--- src/ref_mem_defines.svh ---
`ifndef REF_MEM_DEFINES_SVH
`define REF_MEM_DEFINES_SVH

// reference bank geometry
`define NUM_BANKS 32
`define ADDR_W 7

// preload fills 4 banks at a time
`define GROUP_BANKS 4
`define PRE_GROUPS 8
`define PRE_LINES 96

// search scan geometry
`define ROWS_PER_HALF 24
`define STALL_FIRST 7
`define STALL_LAST 19
`define NUM_COLUMNS 7
`define SPLIT_STEP 8

`endif

--- src/ref_mem_pkg.sv ---
`default_nettype none

`include "ref_mem_defines.svh"

package ref_mem_pkg;

	typedef enum logic [1:0] {
		ph_idle    = 2'd0,
		ph_preload = 2'd1,
		ph_search  = 2'd2,
		ph_done    = 2'd3
	} phase_t;

	// one enable bit per bank
	typedef logic [`NUM_BANKS-1:0] bank_mask_t;

	typedef logic [`ADDR_W-1:0] bank_addr_t;

	// bank 0 sits in the lowest slice
	typedef bank_addr_t [`NUM_BANKS-1:0] bank_addr_vec_t;

	// number of banks in the low group
	typedef logic [$clog2(`NUM_BANKS)-1:0] shift_t;

endpackage

`default_nettype wire

--- src/ref_phase_decode.sv ---
`timescale 1ns/10ps
`default_nettype none

`include "ref_mem_defines.svh"

module ref_phase_decode import ref_mem_pkg::*; (
	input  logic   clk,
	input  logic   rst_n,
	input  logic   start,
	input  logic   pre_last,
	input  logic   scan_last,
	output phase_t phase,
	output logic   done
);

	logic start_q;

	always_ff @(posedge clk or negedge rst_n) begin
		if (!rst_n) begin
			start_q <= 1'b0;
			done <= 1'b0;
			phase <= ph_idle;
		end else begin
			// a start outside idle is dropped here
			start_q <= start && (phase == ph_idle);
			// lines up with the result stage register
			done <= (phase == ph_done);
			case (phase)
				ph_idle: begin
					if (start_q)
						phase <= ph_preload;
				end
				ph_preload: begin
					if (pre_last)
						phase <= ph_search;
				end
				ph_search: begin
					if (scan_last)
						phase <= ph_done;
				end
				default: begin
					phase <= ph_idle;
				end
			endcase
		end
	end

endmodule

`default_nettype wire

--- src/preload_counter.sv ---
`timescale 1ns/10ps
`default_nettype none

`include "ref_mem_defines.svh"

module preload_counter import ref_mem_pkg::*; (
	input  logic       clk,
	input  logic       rst_n,
	input  phase_t     phase,
	output logic       pre_valid,
	output logic [2:0] pre_group,
	output bank_addr_t pre_line,
	output logic       pre_last
);

	logic [2:0] group_q;
	bank_addr_t line_q;
	logic       active;
	logic       line_end;

	assign active = (phase == ph_preload);
	assign line_end = (line_q == bank_addr_t'(`PRE_LINES - 1));

	always_ff @(posedge clk or negedge rst_n) begin
		if (!rst_n) begin
			group_q <= 3'd0;
			line_q <= '0;
		end else if (!active) begin
			group_q <= 3'd0;
			line_q <= '0;
		end else if (line_end) begin
			// next group of four banks
			line_q <= '0;
			group_q <= group_q + 3'd1;
		end else begin
			line_q <= line_q + 1'b1;
		end
	end

	assign pre_valid = active;
	assign pre_group = group_q;
	assign pre_line = line_q;

	// last line of the last group
	assign pre_last = active && line_end && (group_q == 3'(`PRE_GROUPS - 1));

endmodule

`default_nettype wire

--- src/search_scan.sv ---
`timescale 1ns/10ps
`default_nettype none

`include "ref_mem_defines.svh"

module search_scan import ref_mem_pkg::*; (
	input  logic       clk,
	input  logic       rst_n,
	input  phase_t     phase,
	output logic       scan_valid,
	output bank_addr_t scan_row,
	output bank_addr_t scan_base,
	output shift_t     scan_split,
	output logic       scan_last
);

	logic [2:0] col_q;
	logic       half_q;
	bank_addr_t row_q;
	logic       stall_q;
	logic       active;
	logic [2:0] col_off;
	logic [1:0] blk_step;
	logic       in_window;
	logic       row_end;

	assign active = (phase == ph_search);
	assign col_off = col_q - 3'd1;
	assign in_window = (row_q >= bank_addr_t'(`STALL_FIRST)) &&
		(row_q <= bank_addr_t'(`STALL_LAST));
	assign row_end = (row_q == bank_addr_t'(`ROWS_PER_HALF - 1));

	always_ff @(posedge clk or negedge rst_n) begin
		if (!rst_n) begin
			col_q <= 3'd1;
			half_q <= 1'b0;
			row_q <= '0;
			stall_q <= 1'b0;
		end else if (!active) begin
			col_q <= 3'd1;
			half_q <= 1'b0;
			row_q <= '0;
			stall_q <= 1'b0;
		end else if (in_window && !stall_q) begin
			// hold the row once for frame reuse
			stall_q <= 1'b1;
		end else begin
			stall_q <= 1'b0;
			if (row_end) begin
				row_q <= '0;
				half_q <= ~half_q;
				if (half_q)
					col_q <= col_q + 3'd1;
			end else begin
				row_q <= row_q + 1'b1;
			end
		end
	end

	// columns 5 to 7 start one block half further down
	assign blk_step = {1'b0, half_q} + {1'b0, col_off[2]};

	assign scan_valid = active;
	assign scan_row = row_q;
	assign scan_base = bank_addr_t'(blk_step * `ROWS_PER_HALF);
	assign scan_split = shift_t'(col_off[1:0] * `SPLIT_STEP);

	assign scan_last = active && (col_q == 3'(`NUM_COLUMNS)) && half_q && row_end;

endmodule

`default_nettype wire

--- src/bank_addr_result.sv ---
`timescale 1ns/10ps
`default_nettype none

`include "ref_mem_defines.svh"

module bank_addr_result import ref_mem_pkg::*; (
	input  logic           clk,
	input  logic           rst_n,
	input  logic           pre_valid,
	input  logic [2:0]     pre_group,
	input  bank_addr_t     pre_line,
	input  logic           scan_valid,
	input  bank_addr_t     scan_row,
	input  bank_addr_t     scan_base,
	input  shift_t         scan_split,
	output bank_mask_t     bank_sel,
	output bank_addr_vec_t wr_addr,
	output bank_addr_vec_t rd_addr,
	output logic           rd_en,
	output shift_t         shift_value
);

	bank_mask_t     group_mask;
	bank_addr_t     high_grp_addr;
	bank_addr_t     low_grp_addr;
	bank_addr_vec_t rd_addr_d;

	assign group_mask = bank_mask_t'({`GROUP_BANKS{1'b1}}) << (pre_group * `GROUP_BANKS);

	// low banks look one block half further down
	assign high_grp_addr = scan_base + scan_row;
	assign low_grp_addr = high_grp_addr + bank_addr_t'(`ROWS_PER_HALF);

	always_comb begin
		for (int i = 0; i < `NUM_BANKS; i++) begin
			if (i < scan_split)
				rd_addr_d[i] = low_grp_addr;
			else
				rd_addr_d[i] = high_grp_addr;
		end
	end

	always_ff @(posedge clk or negedge rst_n) begin
		if (!rst_n) begin
			bank_sel <= '0;
			wr_addr <= '0;
			rd_addr <= '0;
			rd_en <= 1'b0;
			shift_value <= '0;
		end else begin
			if (pre_valid) begin
				bank_sel <= group_mask;
				wr_addr <= {`NUM_BANKS{pre_line}};
			end else begin
				bank_sel <= '0;
				wr_addr <= '0;
			end
			rd_en <= scan_valid;
			if (scan_valid) begin
				rd_addr <= rd_addr_d;
				shift_value <= scan_split;
			end else begin
				rd_addr <= '0;
				shift_value <= '0;
			end
		end
	end

endmodule

`default_nettype wire

--- src/ref_mem_ctrl.sv ---
`timescale 1ns/10ps
`default_nettype none

`include "ref_mem_defines.svh"

module ref_mem_ctrl import ref_mem_pkg::*; (
	input  logic           clk,
	input  logic           rst_n,
	input  logic           start,
	output bank_mask_t     bank_sel,
	output bank_addr_vec_t wr_addr,
	output bank_addr_vec_t rd_addr,
	output logic           rd_en,
	output shift_t         shift_value,
	output logic           done
);

	phase_t     phase;
	logic       pre_valid;
	logic [2:0] pre_group;
	bank_addr_t pre_line;
	logic       pre_last;
	logic       scan_valid;
	bank_addr_t scan_row;
	bank_addr_t scan_base;
	shift_t     scan_split;
	logic       scan_last;

	ref_phase_decode u_decode (
		.clk       (clk),
		.rst_n     (rst_n),
		.start     (start),
		.pre_last  (pre_last),
		.scan_last (scan_last),
		.phase     (phase),
		.done      (done)
	);

	preload_counter u_preload (
		.clk       (clk),
		.rst_n     (rst_n),
		.phase     (phase),
		.pre_valid (pre_valid),
		.pre_group (pre_group),
		.pre_line  (pre_line),
		.pre_last  (pre_last)
	);

	search_scan u_scan (
		.clk        (clk),
		.rst_n      (rst_n),
		.phase      (phase),
		.scan_valid (scan_valid),
		.scan_row   (scan_row),
		.scan_base  (scan_base),
		.scan_split (scan_split),
		.scan_last  (scan_last)
	);

	bank_addr_result u_result (
		.clk         (clk),
		.rst_n       (rst_n),
		.pre_valid   (pre_valid),
		.pre_group   (pre_group),
		.pre_line    (pre_line),
		.scan_valid  (scan_valid),
		.scan_row    (scan_row),
		.scan_base   (scan_base),
		.scan_split  (scan_split),
		.bank_sel    (bank_sel),
		.wr_addr     (wr_addr),
		.rd_addr     (rd_addr),
		.rd_en       (rd_en),
		.shift_value (shift_value)
	);

endmodule

`default_nettype wire

--- config.mk ---
export PLATFORM = sky130hd
export DESIGN_NAME = ref_mem_ctrl
export DESIGN_NICKNAME = d
export VERILOG_FILES = /design/src/ref_mem_pkg.sv /design/src/ref_phase_decode.sv /design/src/preload_counter.sv /design/src/search_scan.sv /design/src/bank_addr_result.sv /design/src/ref_mem_ctrl.sv
export VERILOG_INCLUDE_DIRS = /design/src
export SDC_FILE = /design/constraint.sdc
export NUM_CORES = 1
export LEC_CHECK = 0
export BUFFER_PORTS_ARGS = -buffer_cell sky130_fd_sc_hd__buf_2
export CORE_AREA = 4 4 187 189
export DETAILED_ROUTE_END_ITERATION = 8
export DIE_AREA = 0 0 191 193
export PLACE_DENSITY = 0.42
export RECOVER_POWER = 25
export SYNTH_ARGS = -nofsm -noshare
export SYNTH_HDL_FRONTEND = slang
export SYNTH_SLANG_ARGS = --single-unit
--- constraint.sdc ---
create_clock -name clk -period 2.65 [get_ports clk]
set_input_delay 0.6625 -clock clk [delete_from_list [all_inputs] [get_ports clk]]
set_output_delay 0.6625 -clock clk [all_outputs]
set_load 0.05 [all_outputs]
# Yosys cells after proc, flatten, opt, wreduce, memory -nomap -nowiden
# Index checks and enable logic that the tools add are counted.
dict set report word_totals {
  reg_bits 512
  input_bits 3
  out_inout_bits 487
  word_cells 202
}
dict set report op_classes {
  add_sub_neg 8
  mul 1
  n_lt_le_gt_ge 33
  eq_ne 14
  shifts 1
  mux 55
  bitwise_logic 1
  reduce_logical 13
}
# operator count
set ops {}
lappend ops {{$mux 224} 2}
lappend ops {{$mux 7} 36}
lappend ops {{$lt 5x5->1 const A} 15}
lappend ops {{$lt 4x5->1 const A} 8}
lappend ops {{$mux 32} 1}
lappend ops {{$shl 4x5->32 const A} 1}
lappend ops {{$lt 3x5->1 const A} 4}
lappend ops {{$mux 3} 6}
lappend ops {{$add 7x1->7 const B} 2}
lappend ops {{$ne 2x2->1 const B} 6}
lappend ops {{$lt 1x5->1 const A} 2}
lappend ops {{$lt 2x5->1 const A} 2}
lappend ops {{$logic_and 1x1->1} 8}
lappend ops {{$add 7x5->7 const B} 1}
lappend ops {{$add 7x7->7} 1}
lappend ops {{$eq 7x5->1 const B} 1}
lappend ops {{$eq 7x7->1 const B} 1}
lappend ops {{$ge 7x3->1 const B} 1}
lappend ops {{$le 7x5->1 const B} 1}
lappend ops {{$add 3x1->3 const B} 2}
lappend ops {{$eq 3x3->1 const B} 2}
lappend ops {{$mux 2} 3}
lappend ops {{$pmux 2 s3} 1}
lappend ops {{$reduce_and 3->1} 2}
lappend ops {{12 further kinds} 17}

# Longest topological paths before layout
dict set report depth {
  ltp_word 7
  depth_mapped 12
  ltp_nobuf 12
}

# Hierarchy
# Synthesis repeated with hierarchy kept, for this count alone.
dict set report hier_totals {
  hier_cells 1116
  area_unflattened_um2 10940.5
}
# module instances cells_per_inst area_each_um2 seq_area_each_um2
set by_module_without_submodules {}
lappend by_module_without_submodules {bank_addr_result 1 959 9342.7 3803.6}
lappend by_module_without_submodules {search_scan 1 91 872.1 301.5}
lappend by_module_without_submodules {preload_counter 1 46 486.7 250.2}
lappend by_module_without_submodules {ref_phase_decode 1 20 239.0 100.1}

# Worst setup path after synthesis
# Ideal clock, no wire load.
dict set report synth_timing {
  path_type {flip-flop to flip-flop}
  startpoint {register u_scan.col_q[0]}
  endpoint {register u_result.rd_addr[76] (netlist name)}
  setup_time_ns 0.079
  t_arrival_ns 2.817
  required_ns 2.571
  slack_ns -0.246
  path_stages_with_launch 12
  n_path_buf 0
  synth_period_minus_slack_ns 2.896
  cell_sequence {dfstp_2 inv_1 ha_1 xor2_1 inv_1 ha_1 ha_1 inv_1 fa_1 nor2b_1 or4_1 mux2i_1}
}
dict set report synth_via {
  elab_chain_cells 7
  word_cells_on_any_way 8
  classes_between {add/sub: 4; mul: 1; order compare: 1; mux: 2}
}
# item line
set synth_rtl {}
lappend synth_rtl {{start, declared} search_scan.sv:17} ;# logic [2:0] col_q;
lappend synth_rtl {{start signal, assigned} search_scan.sv:53} ;# col_q <= col_q + 3'd1;
lappend synth_rtl {{$sub 3x1->3 *} search_scan.sv:28} ;# assign col_off = col_q - 3'd1;
lappend synth_rtl {{$add 1x1->2} search_scan.sv:61} ;# assign blk_step = {1'b0, half_q} + {1'b0, col_off[2]};
lappend synth_rtl {{$mul 2x2->4 (no line)} n/a}
lappend synth_rtl {{$add 7x7->7} bank_addr_result.sv:31} ;# assign high_grp_addr = scan_base + scan_row;
lappend synth_rtl {{$add 7x5->7} bank_addr_result.sv:32} ;# assign low_grp_addr = high_grp_addr + bank_addr_t'(`ROWS_PER_HALF);
lappend synth_rtl {{$mux 7 *} bank_addr_result.sv:36} ;# if (i < scan_split)
lappend synth_rtl {{$mux 224 *} bank_addr_result.sv:59} ;# if (scan_valid) begin
lappend synth_rtl {{end signal, assigned} bank_addr_result.sv:60} ;# rd_addr <= rd_addr_d;
lappend synth_rtl {{end, declared} bank_addr_result.sv:18} ;# output bank_addr_vec_t rd_addr,
# Every way passes the cells marked *; elsewhere a longest branch is shown, timed or not.
# A chain may end at the register's enable or synchronous reset.

# Worst setup path in the final report
dict set report layout_timing {
  startpoint {register u_scan.col_q[0]}
  endpoint {register u_result.rd_addr[20] (netlist name)}
}
# The elaborated chain is that of the path after synthesis.

==> key figures <==
Global routing
  • Gr usage total: approximately 6.4%
  • Pin count of the biggest net entering global routing: 39
  • Total grt overflow: 0
  • Initial antenna violation count: 0
  • Vias in the first global route: slightly above 3000
  • Global-route wire length before repair: 18100 um

Synthesis
  • Post-synth EDFFs: 0
  • Ys Warns: 0
  • Post-synthesis sequential area ratio: 24.8%
  • Yosys top cell by area: buf_4
  • Yosys top cell area share: 53.2%
  • Mapped Cells: 710
  • Ys flop type: dfrtp_1
  • Seq cells post-synth: 63
  • Async SR Flop Fraction: 100%
  • Syn Area/Cell: 8.95 um^2
  • Area contributors post-synth: buf_4 53%, dfrtp_1 24%, ha_1 4.7%
  • Distinct cells, synth: 45
  • Cell area after synthesis: between 6000 and 7000 um^2

Final layout
  • Final Util: a little under a fifth
  • Most frequent cells in the layout: 429 x buf_2, 62 x dfrtp_1, 60 x clkbuf_1
  • Layout cells sized above 1: 62.5%
  • Most common cell after layout, fill and taps aside: buf_2
  • ANT cells: 0
  • Design area: 6380 um^2
  • Nets: 799
  • Area Overhead vs Synth: 0.374%

Timing
  • Max Clock Skew: 0.0143 ns
  • Worst slew pin tran: 1.59 ns
  • Hold Violations, Final: 0
  • PnR worst setup slack: around 0.0075 ns
  • Max Slew Vio Count: 27
  • Unrepaired setup endpoints after global routing: true
  • Max_slew headroom: -6.12%
  • Fin crit share: 99.7%
  • Final setup violation count: 0
  • Fmax: 0.378 GHz
  • Post-route setup TNS: 0 ns
  • Min Tclk post-route: 2.64 ns

Worst setup path
  • CP Launch Point: u_scan.col_q[0]$_DFFE_PN1P_
  • CP max FO: 5
  • Worst r2r dst: u_result.rd_addr[20]$_DFF_PN0_
  • R2r worst-path depth: 11
  • CP endpoint kind: register
  • Arrival time worst endpoint: 2.90 ns
  • R2R Setup Slk: between 0.007 and 0.008 ns
  • Worst path required time: 2.90 ns
  • Critical Path End: u_result.rd_addr[20]$_DFF_PN0_
  • Kind of critical path: reg -> reg
  • FF-to-FF Start: u_scan.col_q[0]$_DFFE_PN1P_
  • Startpoint Class: register

Pwr
  • Pwr dens: 712 nW/um^2
  • Max IR drop VDD: ~500 uV
  • Pleak: between 4 and 5 nW

Place
  • Placed Area: 6120 um^2
  • Final RePlAce weighted congestion: 0.697
  • Port Buffer Count: 486
  • Placement Setup Slack: -0.121 ns
  • Placed wire-length estimate: approximately 11000 um

Route
  • Avg Vias per Cell: 3.14
  • Via count: 3848
  • DRC: 0
  • Initial drt markers: 96
  • Drt pass-1 iters: 4
  • Routed Antenna Nets: 0
  • DR WL/cell: around 12 um
  • WL final: 14300 um

CTS
  • CTS tree: built
  • Clk sink count: 63
  • CTS root buf: clkbuf_16
  • Htree depth: 3
  • Clk buf depth: 2
  • Clock transition at the registers of the reported paths: 0.07 ns
  • Num CTS Buffers: 9
  • Clock Latency Late Sink: 0.34 ns
  • Hold_buf cts: 0

Floorplanning
  • Die Y: a little under 200 um
  • Row count: 67
  • DIE AREA: about 37000 um^2
  • Initial Util: 19.1%
  • Die Span X: 191 um
  • Core Area: ~33000 um^2
  • Io pins: 490

Status
  • Failing checks: max-capacitance violations, max-slew violations
  • Status: finished with violations

Run
  • Max Cap Viol: 1

Worst hold path
  • Hold Crit Class: reg -> reg
## worst max-delay path: stages, from the launching register on
cell and delay, ns:
dfstp_2 0.53, inv_2 0.04, ha_4 0.16, xor2_2 0.15, inv_2 0.06, ha_4 0.28, ha_4 0.12, inv_2 0.04
fa_2 0.37, xor2_4 0.17, or4_1 0.47, mux2i_1 0.18
## Yosys cell counts, types with 2 or more instances
master	number
a211oi_1	4
a21oi_1	7
and2_1	20
and3_1	3
buf_4	450
buf_6	3
clkbuf_1	5
dfrtp_1	62
ha_1	24
inv_1	16
mux2_2	2
mux2i_1	7
nand2_1	9
nand2b_1	2
nand3_1	5
nand3b_1	2
nor2_1	28
nor2b_1	7
nor3_1	2
o211a_1	2
o21ai_0	2
o21ai_1	3
o21ai_2	2
o31ai_1	3
or3_1	3
or4_1	3
xnor2_1	7
xor2_1	10
## worst min-delay path by stage
stage / from / slack (ns) / cells past startpoint / end
floorplan: rst_n / 0.37 / 0 / u_decode.done$_DFF_PN0_
global placement: u_preload.pre_line[0]$_DFF_PN0_ / 0.47 / 1 / u_preload.pre_line[0]$_DFF_PN0_
detailed placement: u_preload.pre_line[0]$_DFF_PN0_ / 0.47 / 1 / u_preload.pre_line[0]$_DFF_PN0_
CTS: rst_n / 0.25 / 1 / u_decode.done$_DFF_PN0_
global route: u_preload.pre_line[0]$_DFF_PN0_ / 0.54 / 1 / u_preload.pre_line[0]$_DFF_PN0_
finish: u_preload.pre_line[0]$_DFF_PN0_ / 0.48 / 1 / u_preload.pre_line[0]$_DFF_PN0_
## layout make-up
type	count	area [um^2]
tap	448	561
fill	3765	26900
clock buffer	9	225
multi-input combinational	175	1370
clock inverter	7	80.1
sequential	63	1580
inverter	16	60.1
timing repair buffer	506	2500
## layer usage
layer  track usage (%)  vias up  share of wire, %
met1              8.16     1749                40
met3              1.01        9               7.5
met5                 0        -                 0
li1                  -     1884                 -
met4              2.65        0               1.3
met2              10.7      206                51
## sequential cells by signal, summed over array words and instances (netlist names)
name	flops
u_result.wr_addr	7
u_scan.stall_q	1
u_result.rd_en	1
u_scan.scan_row	7
u_decode.start_q	1
u_preload.pre_line	7
u_preload.pre_group	3
u_decode.done	1
u_scan.col_q	3
u_scan.half_q	1
u_result.shift_value	2
u_result.rd_addr	19
u_result.bank_sel	8
u_decode.phase	2
## cells by family after synthesis
group	count (synthesis)	synth area share [%]
buf+inv	474	54.9
simple gates	93	8.29
flops	63	24.8
compound gates	27	2.82
fa+ha+maj	25	5.04
xor+xnor	17	2.34
mux	10	1.69
other cells	1	0.0590
## power by group
part	switching (mW)	internal, mW
logic	1.78	0.391
clock network	0.497	0.738
registers	0.0975	1.04
total	2.38	2.17
## timing repair
| action | CTS | global route |
|---|---|---|
| setup endpoints to repair | 8 | 6 |
| buffers inserted | 1 | 2 |
| hold endpoints to repair | 0 | 0 |
| resized for setup | 2 | 4 |
| pin swaps | 3 | 3 |
## stage by stage
| step | hold WS, ns | cells | total power, mW |
|---|---|---|---|
| after floorplan | 0.367 | 712 | 3.32 |
| after global placement | 0.474 | 1205 | 3.41 |
| after detailed placement | 0.474 | 1205 | 3.40 |
| after CTS | 0.248 | 1222 | 4.70 |
| after global routing | 0.535 | 1224 | 4.80 |
| final | 0.480 | 1224 | 4.54 |
(Power assumes the default switching activity.)
